**config.mk**
```make
export PLATFORM = sky130hd
export DESIGN_NAME = medium_mem
export DESIGN_NICKNAME = d
export VERILOG_FILES = /design/src/medium_mem.sv
export SDC_FILE = /design/constraint.sdc
export NUM_CORES = 1
export LEC_CHECK = 0
export BUFFER_PORTS_ARGS = -buffer_cell sky130_fd_sc_hd__buf_2
export CORE_MARGIN = 8
export CORE_UTILIZATION = 46
export CTS_CLUSTER_DIAMETER = 40
export DETAILED_ROUTE_END_ITERATION = 16
export PLACE_DENSITY = 0.72
export SYNTH_ARGS = -nofsm -noshare
export SYNTH_HDL_FRONTEND = slang
export SYNTH_SLANG_ARGS = --single-unit
```
**constraint.sdc**
```tcl
create_clock -name clk_in -period 2.76 [get_ports clk_in]
set_input_delay 0 -clock clk_in [delete_from_list [all_inputs] [get_ports clk_in]]
set_output_delay 0 -clock clk_in [all_outputs]
set_load 0.02 [all_outputs]
```
**src/medium_mem.sv**
```systemverilog
`timescale 1ns/1ps

module medium_mem #(
  parameter type word_t = logic [15:0],
  parameter int  DEPTH = 16,
  parameter int  LATENCY = 2
) (
  input  logic                     clk_in,
  input  logic                     rst_in,
  input  logic [$clog2(DEPTH)-1:0] addr,
  input  logic                     read_en,
  input  logic                     write_en,
  input  word_t                    wdata,
  output word_t                    rdata,
  output logic                     finished,
  input  logic                     load_en,
  input  logic [$clog2(DEPTH)-1:0] load_addr,
  input  word_t                    load_data
);

  word_t mem [DEPTH];
  word_t rdata_q;                // Read word, held until finished
  logic [LATENCY-1:0] pending;   // One bit per cycle of latency

  always_ff @(posedge clk_in) begin
    if (load_en) begin
      mem[load_addr] <= load_data;
    end else if (write_en) begin
      mem[addr] <= wdata;        // Write commits on the request cycle
    end
    if (read_en) begin
      rdata_q <= mem[addr];
    end
  end

  // Request travels down the shift register to pace the finished pulse
  always_ff @(posedge clk_in) begin
    if (rst_in) begin
      pending <= '0;
    end else begin
      pending <= (pending << 1) | LATENCY'(read_en | write_en);
    end
  end

  assign finished = pending[LATENCY-1];
  assign rdata = rdata_q;

endmodule

```
; Yosys cells after proc, flatten, opt, wreduce, memory -nomap -nowiden
; Memories as Yosys holds them, arrays and structs flattened. A register that Yosys moved wholly into a read port is not among the register bits.
; Cells that the tools add are included.
[totals]
memories = 1
inputBits = 45
register_bits = 2
mem_bits_rw = 256
elab_cells = 13
[mem_list]
columns = memory, depth, word_bits, rd, rd_clocked_by_memory_dff, wr, line
row1 = mem, 16, 16, 1, 1, 1, 21  ; word_t mem [DEPTH];
[classes]
n_bitwise = 2
mux = 8
reduce_logical = 1
[op_table]
columns = cell, n
row1 = 16-bit two-way mux, 1
row2 = 16-bit OR reduction, 1
row3 = 1-bit two-way mux, 6
row4 = 4-bit two-way mux, 1
row5 = 2-bit by 1-bit OR with 2-bit output, 1
row6 = 1-bit OR, 1

; Logic depth before layout (Yosys ltp)
[logic_depth]
depth_word = 5
mapped_depth = 7

; Worst setup path before layout
; Ideal clock, no wire load.
[synth_path]
path_type = input port to flip-flop
from = in load_en
to = mem mem[15][0] (netlist bit) (enable)
setup_slack_ns = 0.817
required_ns = 2.372
path_buffers = 3
arrival_time_ns = 1.554
cell_stages = 6
cell_sequence = buf_2 -> nor2b_1 -> clkbuf_1 -> buf_2 -> a31oi_1 -> nor2_1
[synth_via]
elab_chain_cells = 4
[synth_rtl]
columns = element, line
row1 = from (decl), 16  ; input logic load_en,
row2 = 1-bit two-way mux, 26  ; if (load_en) begin
row3 = 1-bit two-way mux (not written as such), 29  ; mem[addr] <= wdata;
row4 = 16-bit OR reduction (no source line), n/a
row5 = 4-bit two-way mux (no source line) or 1-bit two-way mux (tied branches), n/a
row6 = to (decl), 21
; Several ways; a longest one is shown, not always the timed one.

; Worst setup path after layout
[layout_path]
from = in addr[0]
to = mem mem[13][15] (netlist bit) (enable)
[layout_via]
elab_chain_cells = 1
[layout_rtl]
columns = element, line
row1 = from (decl), 10  ; input logic [$clog2(DEPTH)-1:0] addr,
row2 = 4-bit two-way mux (no source line), n/a
; No other way between the ends.

==> impl.org <==
** STA
- Slew at the pin closest to its max-slew limit :: 1300 ps
- Unrepaired setup endpoints after global routing :: no
- Rel. slew slack :: 13.03%
- Timing would allow up to 592.7 MHz.
- Final number of hold-violating endpoints :: 0
- Counting I/O delays and the setup requirement, the final critical path takes 1687 ps.
- Crit share post-route :: 61.13%
- Pins over their slew limit :: 0
- Total Negative Setup Slacks :: 0 ps
- Setup violations remaining at the end of the flow were counted as 0.
- For the final database, setup skew stands at 17.44 ps.
- Setup ws final :: 1073 ps

** Worst hold path
- The startpoint identified for the worst hold timing path is load_data[9].
- Hold Crit Class :: in -> reg

** Route
- After detailed routing, the number of remaining DRC violations is 0.
- The count of nets left with antenna violations once routing finished came out at 0.
- The detailed router finished its first iteration with 455 violations.
- Wire length per cell after detailed routing :: 23.40 µm
- Detailed routing inserted a total of 5459 vias.
- For this run, the detailed router's first-pass iteration total came to 5.
- After detailed routing, the total wire length is 22800 µm.
- Dividing the detail-routed via count by the number of cells gives 5.605.

** Yosys
- Number of synthesized register bits :: 274
- Ranked by total cell area, the synthesized netlist is headed by sky130_fd_sc_hd__edfxtp_1 76%, sky130_fd_sc_hd__mux4_2 7.8%, sky130_fd_sc_hd__mux2i_1 4.1%, sky130_fd_sc_hd__mux2_2 1.7%, sky130_fd_sc_hd__a22oi_1 1.5%.
- The synthesized design devotes to its leading area cell type 76.00% of total area.
- For this run, asynchronously set or reset flops after synthesis account for 0%.
- Synthesized area :: 0.01075 mm²
- Library cells used by synthesis :: 28
- Sequential element share of the synthesized area :: 76.38%
- Area leader, netlist :: sky130_fd_sc_hd__edfxtp_1
- The number of nets handed over by synthesis was 579.
- Most frequent cells after synthesis :: 272 x sky130_fd_sc_hd__edfxtp_1, 44 x sky130_fd_sc_hd__mux2i_1, 37 x sky130_fd_sc_hd__mux4_2, 27 x sky130_fd_sc_hd__nand2_1, 23 x sky130_fd_sc_hd__nor2_1
- Most used flip-flop cell after synthesis :: sky130_fd_sc_hd__edfxtp_1
- Average cell area after synthesis :: 20.12 µm²
- Gate count after technology mapping :: 534
- In the post-synthesis netlist, the cell with the most instances is sky130_fd_sc_hd__edfxtp_1.
- EDFF count, synth :: 272
- Yosys printed 0 warnings.

** Floorplan
- The die is 168.8 µm tall.
- In this run the count of I/O pins placed on the die edge is 62.
- In this run the horizontal extent of the chip is 168.8 µm.
- The die covers 0.02851 mm².
- Starting utilization of the core area :: 46.34%
- Floorplan row count :: 56
- In this run the standard cell core region covers 0.02319 mm².

** Final layout
- Antenna fix cells :: 0
- FILL cells :: 1755
- Nets :: 677
- Post-layout utilization of the core :: 53.78%
- Of the cells placed in the final design, the portion with a size suffix greater than 1 is 29.16%.
- From synthesis to final layout, the design area changed by 16.06%.

** Global routing
- The via count of the first global-routing pass came to 5758.
- Antenna violations before repair :: 0
- Maximum number of pins on one net before global-route repair :: 38
- Global-route wire length before repair :: 34220 µm
- Total global-route track usage :: 16.01%
- Summed over all layers, the global routing overflow is 0.

** CTS
- Number of buffers added by the clock tree synthesis step :: 29
- Post-CTS timing repair inserted 0 buffers for setup.
- At the later pin of the worst-skew pair, clock insertion delay measures 540 ps.
- The clock passes through at most 3 buffers.
- H-Tree Level Count :: 1
- The clock drives 274 sinks.
- Clock tree from TritonCTS :: built
- Clock transition at path regs :: 60 ps
- Number of gates resized after cts :: 0
- Buffers inserted to repair hold after CTS numbered 3.
- CTS root buf :: sky130_fd_sc_hd__clkbuf_16

** Outcome
- The flow ran to the end, and the final reports show no timing, DRC or antenna violations.

** Critical path
- Of all nets on the critical path, the largest fanout is 37.
- STA puts the critical path data arrival time at 1920 ps.
- For the worst setup path, the data required time is 3000 ps.
- By startpoint and endpoint, the worst setup path is classified as in -> reg.
- Startpoint type of the worst setup path :: input port
- Start point of the critical path :: addr[0]
- The worst register-to-register path begins at mem[11][11].
- Endpoint class of the critical path :: register

** Placement
- Placement Setup Slack :: 583.8 ps
- Port buffer count :: 61
- Detailed placement HPWL :: 14310 µm
- The congestion estimate from routability-driven global placement came to 0.8416.

** Power and ir drop
- Largest vdd supply drop :: 0.0002880 V
- In this run the power density over the cells is 747.2 mW/mm².
- Leakage component of the power :: 4.264 nW

** Flow run
- Max-cap violations :: 0
[area by class of cell]
cell class | count | area, µm² | area share, %
sequential | 274 | 8208 | 65.81
multi-input combinational | 229 | 2302 | 18.46
clock buffer | 31 | 733.2 | 5.879
timing repair buffer | 95 | 570.5 | 4.575
tap | 319 | 399.1 | 3.200
clock inverter | 23 | 247.7 | 1.986
inverter | 3 | 11.26 | 0.09029
[final timing paths]
check                                   end  slack (ps)  cells after the start
worst max-delay path            mem[13][15]        1070                      5
worst min-delay path              mem[5][9]          20                      2
worst max register to register    rdata[11]        1200                      4
worst min register to register   pending[1]         440                      1
[kinds of logic (layout without fill, tap and decap cells)]
| family | after synthesis | count (layout) | synth area share [%] |
|---|---|---|---|
| simple gates | 73 | 73 | 3.178 |
| flops | 274 | 274 | 76.38 |
| compound gates | 54 | 54 | 3.469 |
| mux | 102 | 102 | 14.75 |
| buf+inv | 31 | 152 | 2.224 |
[report_power, final]
| group | switching, mW | total, mW | internal (mW) |
|---|---|---|---|
| logic | 0.369 | 0.590 | 0.221 |
| clock network | 1.53 | 3.92 | 2.39 |
| registers | 0.0357 | 4.81 | 4.77 |
| total | 1.94 | 9.32 | 7.38 |
[per-layer routing]
metal | wire length (µm) | global-route usage, % | up-vias
li1 | - | - | 2379
met4 | 606 | 5.745 | 0
met1 | 8714 | 19.03 | 2814
met5 | 0 | 0 | -
met2 | 12000 | 28.72 | 214
met3 | 1477 | 2.865 | 52
[registers in the layout (all words and copies together), names as in the netlist]
signal	cells
mem	256
pending	2
rdata	16
[critical path: stages]
cell and delay, ps:
sky130_fd_sc_hd__buf_4 540, sky130_fd_sc_hd__and2b_1 300, sky130_fd_sc_hd__a21oi_1 140, sky130_fd_sc_hd__nor2_1 610
sky130_fd_sc_hd__buf_4 310
[stage by stage]
stage	hold WS, ps	instance area, µm²	total power, mW	cells
after global routing	48.09	12470	9.573	974
after floorplan	71.61	10750	5.275	534
final	24.68	12470	9.319	974
after global placement	174.7	11460	5.460	917
after CTS	15.82	12470	9.375	974
after detailed placement	182.7	11460	5.489	917
[placed cells by master, fill, tap and decap left out, drive strengths merged, types with 6 or more instances in the layout]
cell	instances
a221oi	10
a22oi	22
buf	92
clkbuf	31
clkinv	14
edfxtp	272
mux2	16
mux2i	44
mux4	42
nand2	27
nor2	23
nor2b	6
o21ai	14
Note: power is estimated with default switching activity, not from simulation.
