===== config.mk =====
export PLATFORM = sky130hd
export DESIGN_NAME = program_rom
export DESIGN_NICKNAME = d
export VERILOG_FILES = /design/src/cpu_pkg.sv /design/src/program_rom.sv
export SDC_FILE = /design/constraint.sdc
export NUM_CORES = 1
export LEC_CHECK = 0
export BUFFER_PORTS_ARGS = -buffer_cell sky130_fd_sc_hd__buf_2
export CORE_MARGIN = 1
export CORE_UTILIZATION = 59
export CTS_BUF_LIST = sky130_fd_sc_hd__clkbuf_8
export CTS_CLUSTER_DIAMETER = 40
export CTS_CLUSTER_SIZE = 24
export DETAILED_ROUTE_END_ITERATION = 8
export PLACE_DENSITY = 0.78
export SLEW_MARGIN = 20
export SYNTH_ARGS = -nofsm -noshare
export SYNTH_HDL_FRONTEND = slang
export SYNTH_SLANG_ARGS = --single-unit

===== constraint.sdc =====
create_clock -name clk_in -period 2 [get_ports clk_in]
set_input_delay 0.2 -clock clk_in [delete_from_list [all_inputs] [get_ports clk_in]]
set_output_delay 0.2 -clock clk_in [all_outputs]
set_load 0.01 [all_outputs]

===== src/cpu_pkg.sv =====
package cpu_pkg;

  localparam int X_SIZE = 16;     // Activation word width
  localparam int W_SIZE = 16;     // Weight word width
  localparam int TRIT_SIZE = 4;   // Rotation amount width
  localparam int INSTR_SIZE = 16; // Instruction word width

  // Opcodes sit in the low five bits of an instruction
  typedef enum logic [4:0] {
    set_i_0,          // I = 0
    set_trit_next,    // TRIT = next word
    set_h_next,       // H = next word
    d_inc,
    d_dec,
    a_inc,
    a_dec,
    x_from_d0,        // X = *D.x
    y_from_d1,        // Y = *D.y
    xy_from_d,
    inference_from_y,
    w_from_a,         // W = *A
    a_from_w,         // *A = W
    x_from_h,         // X = *H
    h_from_x,         // *H = X
    swap_xy,
    x_from_y,
    y_from_x,
    x_xor,
    y_xor,
    x_and,
    y_and,
    x_or,
    y_or,
    interweave,
    backprop,
    stoch_grad
  } op_e;

  // One data memory entry
  typedef struct packed {
    logic [X_SIZE-1:0] x;
    logic [X_SIZE-1:0] y;
  } xy_pair_t;

  // Load port target
  typedef enum logic [1:0] {
    sel_program,
    sel_data,
    sel_weight,
    sel_heap
  } load_sel_e;

endpackage


===== src/program_rom.sv =====
`timescale 1ns/1ps

module program_rom #(
  parameter int DEPTH = 64
) (
  input  logic                          clk_in,
  input  logic                          rst_in,
  input  logic [$clog2(DEPTH)-1:0]      addr,
  input  logic                          ready,
  output logic [cpu_pkg::INSTR_SIZE-1:0] instruction,
  output logic                          valid,
  input  logic                          load_en,
  input  logic [$clog2(DEPTH)-1:0]      load_addr,
  input  logic [cpu_pkg::INSTR_SIZE-1:0] load_data
);

  logic [cpu_pkg::INSTR_SIZE-1:0] mem [DEPTH];

  always_ff @(posedge clk_in) begin
    if (load_en) begin
      mem[load_addr] <= load_data;
    end
    instruction <= mem[addr];
  end

  // Skip the cycle after a valid so the cpu can move its pointer first
  always_ff @(posedge clk_in) begin
    if (rst_in) begin
      valid <= 1'b0;
    end else begin
      valid <= ready && !valid;
    end
  end

endmodule


* Word-level counts from Yosys, hierarchy flattened
Memories as Yosys holds them, arrays and structs flattened. A register that Yosys moved wholly into a read port is not among the register bits.
Index checks and enable logic that the tools add are counted.
** Word-level totals
- Flip-flop bits (word level) :: 1
- Bits of input ports :: 32
- Logic and storage cells :: 6
- Output and inout bits :: 17
- Memories kept :: 1
- Memory bits (writable) :: 1024
** Cells by class
- Reduce and logical (&&, ||, !) cells :: 2
- Muxes and demuxes :: 2
** Memories
- mem :: depth 64, bits a word 16, rd ports 1, clocked after memory_dff 1, write ports 1, line program_rom.sv:17 : logic [cpu_pkg::INSTR_SIZE-1:0] mem [DEPTH];
** Operators with widths (number)
- $mux 1 :: 2
- $logic_and 1x1->1 :: 1
- $logic_not 1->1 :: 1

* Logic depth before layout (Yosys ltp)
Gate-level depths: netlist of the first run.
- Depth in word-level cells :: 2
- Gate-level depth with buffers :: 9
- Depth with buffers taken out :: 5

* Worst setup path before layout of the first run
OpenSTA, ideal clock, no wires.
- Kind :: input port to flip-flop
- Start :: in load_addr[3]
- End :: mem mem[48][0] (netlist name) (enable)
- Arrival time :: 1.826 ns
- Stages on the path :: 4
- Buffers on the path :: 1
- Library setup time :: 0.409 ns
- Path slack :: -0.235 ns
- Cells stage by stage :: clkbuf_1 > nor2b_1 > nand4b_1 > nor3_1
** RTL lines
- start, declared :: line program_rom.sv:13 : input logic [$clog2(DEPTH)-1:0] load_addr,
- end, declared :: line program_rom.sv:17
Straight into the memory's write port.

==> flow_summary.html, run 1 <==
<table>
<tr><th>Metric</th><th>Value</th></tr>
<tr><th colspan="2">Drt</th></tr>
<tr><td>Number of iterations in the first detailed-routing pass</td><td>7</td></tr>
<tr><td>Drt drc</td><td>0</td></tr>
<tr><td>Violation count after the first detailed-route iteration</td><td>3010</td></tr>
<tr><td>Number of vias per cell after detailed routing</td><td>6.52</td></tr>
<tr><td>Final routed wirelength across all metal layers</td><td>95200 um</td></tr>
<tr><td>WL/cell</td><td>30.1 um</td></tr>
<tr><td>Total number of vias</td><td>20.6k</td></tr>
<tr><td>Post-DRT Antenna Nets</td><td>0</td></tr>
<tr><th colspan="2">Synthesis</th></tr>
<tr><td>Number of enable flip-flop cells after synthesis</td><td>1024</td></tr>
<tr><td>Leading area contributor after synthesis</td><td>edfxtp_1</td></tr>
<tr><td>Cell Area, Synth</td><td>40200 um^2</td></tr>
<tr><td>Cell types with the largest area share after synthesis</td><td>edfxtp_1 77%, mux4_2 11%, mux2i_1 3.1%</td></tr>
<tr><td>Gate count after technology mapping</td><td>1849</td></tr>
<tr><td>Total nets after synthesis</td><td>1881</td></tr>
<tr><td>Area share of the largest cell type after synthesis</td><td>76.6%</td></tr>
<tr><td>Synth async-reset ratio</td><td>0%</td></tr>
<tr><td>Leading cell types by count after synthesis</td><td>1024 x edfxtp_1, 198 x mux4_2, 123 x mux2i_1, 97 x nor2_1, 57 x a22oi_1</td></tr>
<tr><td>Sequential share of the synthesized area</td><td>77.4%</td></tr>
<tr><td>Count of different cell masters after synthesis</td><td>44</td></tr>
<tr><td>Number of synthesis warnings</td><td>0</td></tr>
<tr><td>Mean cell area of the mapped netlist</td><td>21.7 um^2</td></tr>
<tr><td>Most common cell in the netlist</td><td>edfxtp_1</td></tr>
<tr><td>Flops &amp; latches, synth</td><td>1041</td></tr>
<tr><td>Predominant post-synthesis flop cell</td><td>edfxtp_1</td></tr>
<tr><th colspan="2">CTS</th></tr>
<tr><td>Clock sink total</td><td>1041</td></tr>
<tr><td>Buffer cell driving the clock tree root</td><td>clkbuf_8</td></tr>
<tr><td>H-Tree Level Count</td><td>3</td></tr>
<tr><td>Cts bufs inserted</td><td>114</td></tr>
<tr><td>Clock transition at the register clock pins on the worst setup and hold paths after CTS</td><td>0.09 ns</td></tr>
<tr><td>TritonCTS clock tree</td><td>built</td></tr>
<tr><td>Post-CTS setup buffer count</td><td>0</td></tr>
<tr><td>Insertion delay of the later-clocked pin in the worst-skew pair</td><td>0.76 ns</td></tr>
<tr><td>Number of buffers on the longest clock path</td><td>3</td></tr>
<tr><th colspan="2">Die</th></tr>
<tr><td>Die Area</td><td>69100 um^2</td></tr>
<tr><td>Row cnt</td><td>95</td></tr>
<tr><td>DIE HEIGHT</td><td>263 um</td></tr>
<tr><td>Initial core utilization</td><td>59.7%</td></tr>
<tr><td>Die width</td><td>263 um</td></tr>
<tr><td>I/O pin cnt</td><td>49</td></tr>
<tr><td>Core box area</td><td>67300 um^2</td></tr>
<tr><th colspan="2">STA</th></tr>
<tr><td>Setup skew after layout</td><td>0.0389 ns</td></tr>
<tr><td>Pin slew with the least headroom to its limit</td><td>1.08 ns</td></tr>
<tr><td>Fin Setup TNS</td><td>0 ns</td></tr>
<tr><td>Smallest setup slack after layout</td><td>0.0468 ns</td></tr>
<tr><td>Minimum hold slack</td><td>0.0202 ns</td></tr>
<tr><td>Achievable clock frequency</td><td>512 MHz</td></tr>
<tr><td>Final Hold Vio Count</td><td>0</td></tr>
<tr><td>Headroom to the max-slew limit</td><td>28.0%</td></tr>
<tr><td>Period utilisation layout</td><td>97.7%</td></tr>
<tr><td>Tmin final</td><td>1.95 ns</td></tr>
<tr><td>Final number of max-transition violations</td><td>0</td></tr>
<tr><td>Final count of negative-setup-slack endpoints</td><td>0</td></tr>
<tr><td>RSZ-0062 raised after global routing</td><td>no</td></tr>
<tr><th colspan="2">Critical path</th></tr>
<tr><td>Maximum fanout along the worst path</td><td>1</td></tr>
<tr><td>Reg-to-reg critical path startpoint</td><td>mem[7][9]$_DFFE_PP_</td></tr>
<tr><td>Launch point of the critical path</td><td>mem[7][9]$_DFFE_PP_</td></tr>
<tr><td>Element type at the critical path start</td><td>flop</td></tr>
<tr><td>Element type at the critical path end</td><td>flop</td></tr>
<tr><td>Data arrival time at the worst-slack endpoint</td><td>2.56 ns</td></tr>
<tr><td>Slack of the worst reg-to-reg path</td><td>0.05 ns</td></tr>
<tr><td>Critical path start-end classification</td><td>reg -&gt; reg</td></tr>
<tr><td>Critical Path RT</td><td>2.61 ns</td></tr>
<tr><th colspan="2">Layout</th></tr>
<tr><td>Area of all placed cells without fillers</td><td>46500 um^2</td></tr>
<tr><td>Area grow syn2layout</td><td>15.9%</td></tr>
<tr><td>Final standard cell utilization of the core</td><td>69.2%</td></tr>
<tr><td>Share of final-layout standard cells stronger than drive strength 1</td><td>33.3%</td></tr>
<tr><td>Layout net count</td><td>2223</td></tr>
<tr><td>Area of the multi-input gates</td><td>8290 um^2</td></tr>
<tr><td>Total of fill cells in the finished design</td><td>3887</td></tr>
<tr><td>Final cell count without fillers</td><td>3166</td></tr>
<tr><td>FF/Latch Area</td><td>31100 um^2</td></tr>
<tr><th colspan="2">Global routing</th></tr>
<tr><td>Global router's overall resource usage</td><td>28.1%</td></tr>
<tr><td>Via count of the first global-routing pass</td><td>20.6k</td></tr>
<tr><td>GRT overflow</td><td>0</td></tr>
<tr><td>Global-route wire length before repair</td><td>139000 um</td></tr>
<tr><td>Maximum number of pins on one net before global-route repair</td><td>65</td></tr>
<tr><td>Number of antenna violations at the first check in global routing</td><td>3</td></tr>
<tr><th colspan="2">Placement</th></tr>
<tr><td>Post-detailed-placement cell area</td><td>43600 um^2</td></tr>
<tr><td>Placed Cells incl. Taps</td><td>2936</td></tr>
<tr><td>Placement Setup Slack</td><td>-0.441 ns</td></tr>
<tr><td>Detailed placer's ending HPWL</td><td>59000 um</td></tr>
<tr><td>Number of port buffers</td><td>48</td></tr>
<tr><td>Routability congestion estimate from global placement</td><td>0.875</td></tr>
<tr><th colspan="2">Power and ir drop</th></tr>
<tr><td>Leakage power of the design</td><td>15.3 nW</td></tr>
<tr><td>Fraction of power consumed by the clock network</td><td>37.4%</td></tr>
<tr><td>Switching share of power</td><td>23.3%</td></tr>
<tr><td>Switching power</td><td>10.0 mW</td></tr>
<tr><td>Total power</td><td>43.0 mW</td></tr>
<tr><td>Power per cell area</td><td>923 nW/um^2</td></tr>
<tr><td>Cell internal pwr</td><td>33.0 mW</td></tr>
<tr><td>Peak ir drop on the vdd network</td><td>491 uV</td></tr>
<tr><td>Flop pwr share</td><td>56.3%</td></tr>
<tr><td>Share of power burned in combinational logic</td><td>6.3%</td></tr>
<tr><th colspan="2">Min path</th></tr>
<tr><td>Hold_sp</td><td>load_data[5]</td></tr>
<tr><td>Worst hold path class</td><td>in -&gt; reg</td></tr>
<tr><th colspan="2">Outcome</th></tr>
<tr><td>Outcome</td><td>completed</td></tr>
<tr><th colspan="2">Job</th></tr>
<tr><td>Number of max-cap violations</td><td>0</td></tr>
</table>
power groups by stage:
stage / Sequential (mW) / Clock (mW) / Combinational (mW)
2_1_floorplan: 24.7 / 0 / 1.29
3_3_place_gp: 24.7 / 0 / 2.56
3_5_place_dp: 24.7 / 0 / 2.63
4_1_cts: 24.2 / 16.2 / 2.66
5_1_grt: 24.2 / 17.0 / 2.81
6_report: 24.2 / 16.1 / 2.69
timing repair:
| item | in CTS | in global routing |
|---|---|---|
| hold buffers | 10 | 1 |
| resized for setup | 0 | 4 |
| hold endpoints to repair | 465 | 8 |
| setup endpoints to repair | 0 | 3 |
layer usage:
metal | vias to the layer above | wire length [um] | track usage [%]
met5 | - | 0 | 0
met4 | 0 | 2920 | 9.39
met3 | 168 | 10100 | 4.96
met2 | 1291 | 45600 | 43.8
met1 | 10700 | 36700 | 40.8
li1 | 8479 | - | -
cells in the final DEF, fill, tap and decap left out, types with 4 or more instances in the layout:
cell type / n
clkinv_2: 14
a22oi_1: 54
clkinv_1: 4
buf_2: 44
inv_6: 15
mux4_2: 198
mux4_1: 4
edfxtp_1: 1024
clkinv_8: 7
inv_1: 10
mux2_2: 12
dlygate4sd3_1: 11
nand3_1: 15
bufinv_16: 14
nor2b_1: 24
nor2_1: 97
clkinvlp_4: 11
a211oi_2: 8
a21oi_1: 12
and3_1: 14
buf_4: 205
mux2i_1: 122
nand2_1: 23
dfxtp_1: 17
clkbuf_8: 116
o221ai_1: 11
a22o_1: 4
a221oi_2: 11
clkinv_4: 15
a221oi_1: 34
and4_1: 8
a211oi_1: 17
inv_8: 12
buf_12: 71
nand4_1: 4
critical path, stage by stage, from the launching register on:
cell	delay, ns
edfxtp_1	0.37
mux4_2	0.48
mux2i_1	0.26
a22oi_1	0.14
buf_4	0.18
o221ai_1	0.24
a211oi_2	0.15
path summary, 6_finish.rpt:
kind | end | cells after the start
min reg2reg | instruction[4]$_DFF_P_ | 4
max | instruction[9]$_DFF_P_ | 6
min | mem[27][5]$_DFFE_PP_ | 1
max reg2reg | instruction[9]$_DFF_P_ | 6
registers in the layout, summed over array words and instances (netlist names):
signal	flops
mem	1024
instruction	16
valid	1
logic make-up after synthesis:
logic type | after synthesis | share of synthesized area (%)
and+or+nand+nor | 205 | 2.46
muxes | 337 | 14.8
DFF | 1041 | 77.4
AOI/OAI and AO/OA | 158 | 3.35
buffers and inverters | 108 | 2.02
layout make-up:
class | count | area share [%]
well taps | 873 | 2.35
flip-flops and latches | 1041 | 66.8
clock buffers | 116 | 3.43
inverters | 1 | 0.00807
clock inverters | 101 | 2.44
diodes | 1 | 0.00538
multi-input cells | 700 | 17.8
repair buffers | 333 | 7.14
Power figures use the tool's default switching activity.
==> run 2: changes to the inputs <==
Settings changed: CORE_MARGIN 1 to 2.
==> run 2 against run 1 <==
Compared with the run above:
- register-to-register slack worse by 0.04 ns
- flip-flop and latch count is the same
- worst setup slack worse by 0.035 ns
- die area increased by 1.5%
- global-route usage fell by 0.66 points
- first-iteration DRC count decreased by 9.0%
- highest routed layer is now met5
- core utilization decreased by 0.33 points
==> flow_summary.html, run 2 (same netlist as run 1, synthesis figures left out) <==
<table>
<tr><th>Metric</th><th>Value</th></tr>
<tr><th colspan="2">CTS</th></tr>
<tr><td>TritonCTS clock tree</td><td>built (unchanged)</td></tr>
<tr><td>Buffer cell driving the clock tree root</td><td>clkbuf_8 (unchanged)</td></tr>
<tr><td>H-Tree Level Count</td><td>3 (unchanged)</td></tr>
<tr><td>Clock sink total</td><td>1041 (unchanged)</td></tr>
<tr><td>Cts bufs inserted</td><td>110 (was 114)</td></tr>
<tr><td>Number of buffers on the longest clock path</td><td>3 (unchanged)</td></tr>
<tr><td>Insertion delay of the later-clocked pin in the worst-skew pair</td><td>0.77 ns (was 0.76 ns)</td></tr>
<tr><td>Clock transition at the register clock pins on the worst setup and hold paths after CTS</td><td>0.09 ns (about the same)</td></tr>
<tr><th colspan="2">Critical path</th></tr>
<tr><td>Critical path start-end classification</td><td>reg -&gt; reg (unchanged)</td></tr>
<tr><td>Element type at the critical path end</td><td>flop (unchanged)</td></tr>
<tr><td>Critical Path RT</td><td>2.67 ns (was 2.61 ns)</td></tr>
<tr><td>Launch point of the critical path</td><td>mem[9][15]$_DFFE_PP_ (was mem[7][9]$_DFFE_PP_)</td></tr>
<tr><td>Maximum fanout along the worst path</td><td>1 (unchanged)</td></tr>
<tr><td>Reg-to-reg critical path startpoint</td><td>mem[9][15]$_DFFE_PP_ (was mem[7][9]$_DFFE_PP_)</td></tr>
<tr><td>Endpoint of the worst-slack reg-to-reg timing path</td><td>instruction[15]$_DFF_P_ (was instruction[9]$_DFF_P_)</td></tr>
<tr><td>Slack of the worst reg-to-reg path</td><td>0.01 ns (was 0.05 ns)</td></tr>
<tr><td>Setup crit end</td><td>instruction[15]$_DFF_P_ (was instruction[9]$_DFF_P_)</td></tr>
<tr><td>Worst-case reg-to-reg path depth</td><td>5 (was 6)</td></tr>
<tr><td>Data arrival time at the worst-slack endpoint</td><td>2.66 ns (was 2.56 ns)</td></tr>
<tr><td>Element type at the critical path start</td><td>flop (unchanged)</td></tr>
<tr><th colspan="2">STA</th></tr>
<tr><td>Smallest setup slack after layout</td><td>0.0114 ns (was 0.0468 ns)</td></tr>
<tr><td>Pin slew with the least headroom to its limit</td><td>1.09 ns (was 1.08 ns)</td></tr>
<tr><td>Final Hold Vio Count</td><td>0 (unchanged)</td></tr>
<tr><td>Final count of negative-setup-slack endpoints</td><td>0 (unchanged)</td></tr>
<tr><td>Setup skew after layout</td><td>0.0409 ns (was 0.0389 ns)</td></tr>
<tr><td>Fin Setup TNS</td><td>0 ns (unchanged)</td></tr>
<tr><td>Period utilisation layout</td><td>99.4% (was 97.7%)</td></tr>
<tr><td>Achievable clock frequency</td><td>503 MHz (was 512 MHz)</td></tr>
<tr><td>Minimum hold slack</td><td>0.0452 ns (was 0.0202 ns)</td></tr>
<tr><td>Headroom to the max-slew limit</td><td>27.6% (was 28.0%)</td></tr>
<tr><td>Tmin final</td><td>1.99 ns (was 1.95 ns)</td></tr>
<tr><td>Final number of max-transition violations</td><td>0 (unchanged)</td></tr>
<tr><th colspan="2">Global routing</th></tr>
<tr><td>Number of antenna violations at the first check in global routing</td><td>9 (was 3)</td></tr>
<tr><td>Maximum number of pins on one net before global-route repair</td><td>65 (unchanged)</td></tr>
<tr><td>Via count of the first global-routing pass</td><td>20.5k (was 20.6k)</td></tr>
<tr><td>Global router's overall resource usage</td><td>27.4% (was 28.1%)</td></tr>
<tr><td>Global-route wire length before repair</td><td>138000 um (was 139000 um)</td></tr>
<tr><td>GRT overflow</td><td>0 (unchanged)</td></tr>
<tr><th colspan="2">Drt</th></tr>
<tr><td>WL/cell</td><td>30.1 um (about the same)</td></tr>
<tr><td>Post-DRT Antenna Nets</td><td>0 (unchanged)</td></tr>
<tr><td>Number of iterations in the first detailed-routing pass</td><td>6 (was 7)</td></tr>
<tr><td>Total number of vias</td><td>20.6k (about the same)</td></tr>
<tr><td>Drt drc</td><td>0 (unchanged)</td></tr>
<tr><td>Number of vias per cell after detailed routing</td><td>6.53 (was 6.52)</td></tr>
<tr><td>Violation count after the first detailed-route iteration</td><td>2740 (was 3010)</td></tr>
<tr><td>Final routed wirelength across all metal layers</td><td>94900 um (was 95200 um)</td></tr>
<tr><th colspan="2">Outcome</th></tr>
<tr><td>Outcome</td><td>completed (unchanged)</td></tr>
<tr><th colspan="2">Power and ir drop</th></tr>
<tr><td>Leakage power of the design</td><td>15.2 nW (was 15.3 nW)</td></tr>
<tr><td>Total power</td><td>41.8 mW (was 43.0 mW)</td></tr>
<tr><td>Power per cell area</td><td>903 nW/um^2 (was 923 nW/um^2)</td></tr>
<tr><td>Peak ir drop on the vdd network</td><td>496 uV (was 491 uV)</td></tr>
<tr><th colspan="2">Layout</th></tr>
<tr><td>Most frequent standard cell in the layout excluding fill and tap cells</td><td>edfxtp_1 (unchanged)</td></tr>
<tr><td>Flip-flop count of the largest register, all copies and words added</td><td>1024 (unchanged)</td></tr>
<tr><td>Highest-count cells in the layout ignoring fill and taps</td><td>1024 x edfxtp_1, 205 x buf_4, 198 x mux4_2, 119 x mux2i_1, 112 x clkbuf_8 (was 1024 x edfxtp_1, 205 x buf_4, 198 x mux4_2, 122 x mux2i_1, 116 x clkbuf_8)</td></tr>
<tr><td>Total of fill cells in the finished design</td><td>3904 (was 3887)</td></tr>
<tr><td>Area grow syn2layout</td><td>15.3% (was 15.9%)</td></tr>
<tr><td>Final standard cell utilization of the core</td><td>68.8% (was 69.2%)</td></tr>
<tr><td>Layout net count</td><td>2218 (was 2223)</td></tr>
<tr><td>Final cell count without fillers</td><td>3155 (was 3166)</td></tr>
<tr><td>Largest register by flop count</td><td>mem (unchanged)</td></tr>
<tr><td>Largest registers</td><td>mem x1024, instruction x16, valid x1 (unchanged)</td></tr>
<tr><td>Area of all placed cells without fillers</td><td>46300 um^2 (was 46500 um^2)</td></tr>
<tr><td>Share of final-layout standard cells stronger than drive strength 1</td><td>33.3% (about the same)</td></tr>
<tr><th colspan="2">Placement</th></tr>
<tr><td>Number of port buffers</td><td>48 (unchanged)</td></tr>
<tr><td>Post-detailed-placement cell area</td><td>43700 um^2 (was 43600 um^2)</td></tr>
<tr><td>Routability congestion estimate from global placement</td><td>0.848 (was 0.875)</td></tr>
<tr><td>Placed Cells incl. Taps</td><td>2938 (was 2936)</td></tr>
<tr><td>Placement Setup Slack</td><td>-0.539 ns (was -0.441 ns)</td></tr>
<tr><td>Detailed placer's ending HPWL</td><td>58400 um (was 59000 um)</td></tr>
<tr><th colspan="2">Die</th></tr>
<tr><td>Die Area</td><td>70200 um^2 (was 69100 um^2)</td></tr>
<tr><td>Die width</td><td>265 um (was 263 um)</td></tr>
<tr><td>Row cnt</td><td>95 (unchanged)</td></tr>
<tr><td>DIE HEIGHT</td><td>265 um (was 263 um)</td></tr>
<tr><td>I/O pin cnt</td><td>49 (unchanged)</td></tr>
<tr><td>Initial core utilization</td><td>59.7% (unchanged)</td></tr>
<tr><td>Core box area</td><td>67300 um^2 (unchanged)</td></tr>
<tr><th colspan="2">Job</th></tr>
<tr><td>Number of max-cap violations</td><td>0 (unchanged)</td></tr>
<tr><th colspan="2">Min path</th></tr>
<tr><td>Worst hold path class</td><td>in -&gt; reg (unchanged)</td></tr>
</table>
==> run 2: cell types whose count changed in the layout (fill, tap and decap cells not counted), moves of 3 or more <==
cell        delta
clkinv_4       -5
bufinv_16      -5
clkbuf_8       -4
mux2i_1        -3
inv_6          -4
clkinvlp_4     +7
==> run 2: critical path, cell delays in order, from the launching register on <==
cell	delay [ns]
edfxtp_1	0.34
mux4_2	0.32
nor2_1	0.06
a221oi_1	0.50
o221ai_1	0.37
a211oi_2	0.33
==> run 2: layer usage <==
| metal | track usage (%) | up-vias | part of all wire (%) |
|---|---|---|---|
| met5 | 0 | - | 0.069 |
| met4 | 7.68 | 10 | 2.2 |
| met3 | 5.66 | 156 | 12 |
| met2 | 43.0 | 1295 | 48 |
| met1 | 39.9 | 10700 | 38 |
| li1 | - | 8477 | - |
==> run 2: worst min-delay path by stage <==
| stage | start | end | cells past startpoint |
|---|---|---|---|
| final | load_data[6] | mem[58][6]$_DFFE_PP_ | 1 |
| after global routing | load_data[6] | mem[40][6]$_DFFE_PP_ | 1 |
| after CTS | load_data[6] | mem[47][6]$_DFFE_PP_ | 1 |
| after detailed placement | rst_in | valid$_SDFF_PP0_ | 2 |
| after global placement | rst_in | valid$_SDFF_PP0_ | 2 |
| after floorplan | rst_in | valid$_SDFF_PP0_ | 1 |
==> run 2: timing repair <==
action	in CTS	in global routing
buffers inserted	0	0
hold buffers	9	0
endpoints found under the setup margin	5	5
gates resized for setup	5	5
pin swaps	0	0
endpoints found under the hold margin	317	0
==> run 2: power breakdown <==
group          internal (mW)  switching, mW
clock network           6.83           8.05
registers               24.1         0.0764
logic                   1.15           1.61
==> run 2: layout make-up <==
class                      instances  area, um^2  area share, %
tap                              873        1090           2.36
sequential                      1041       31100           67.1
timing repair buffer             332        3310           7.14
multi-input combinational        700        8340           18.0
clock inverter                    93         930           2.01
clock buffer                     112        1540           3.33
antenna                            3        7.51         0.0162
inverter                           1        3.75        0.00811
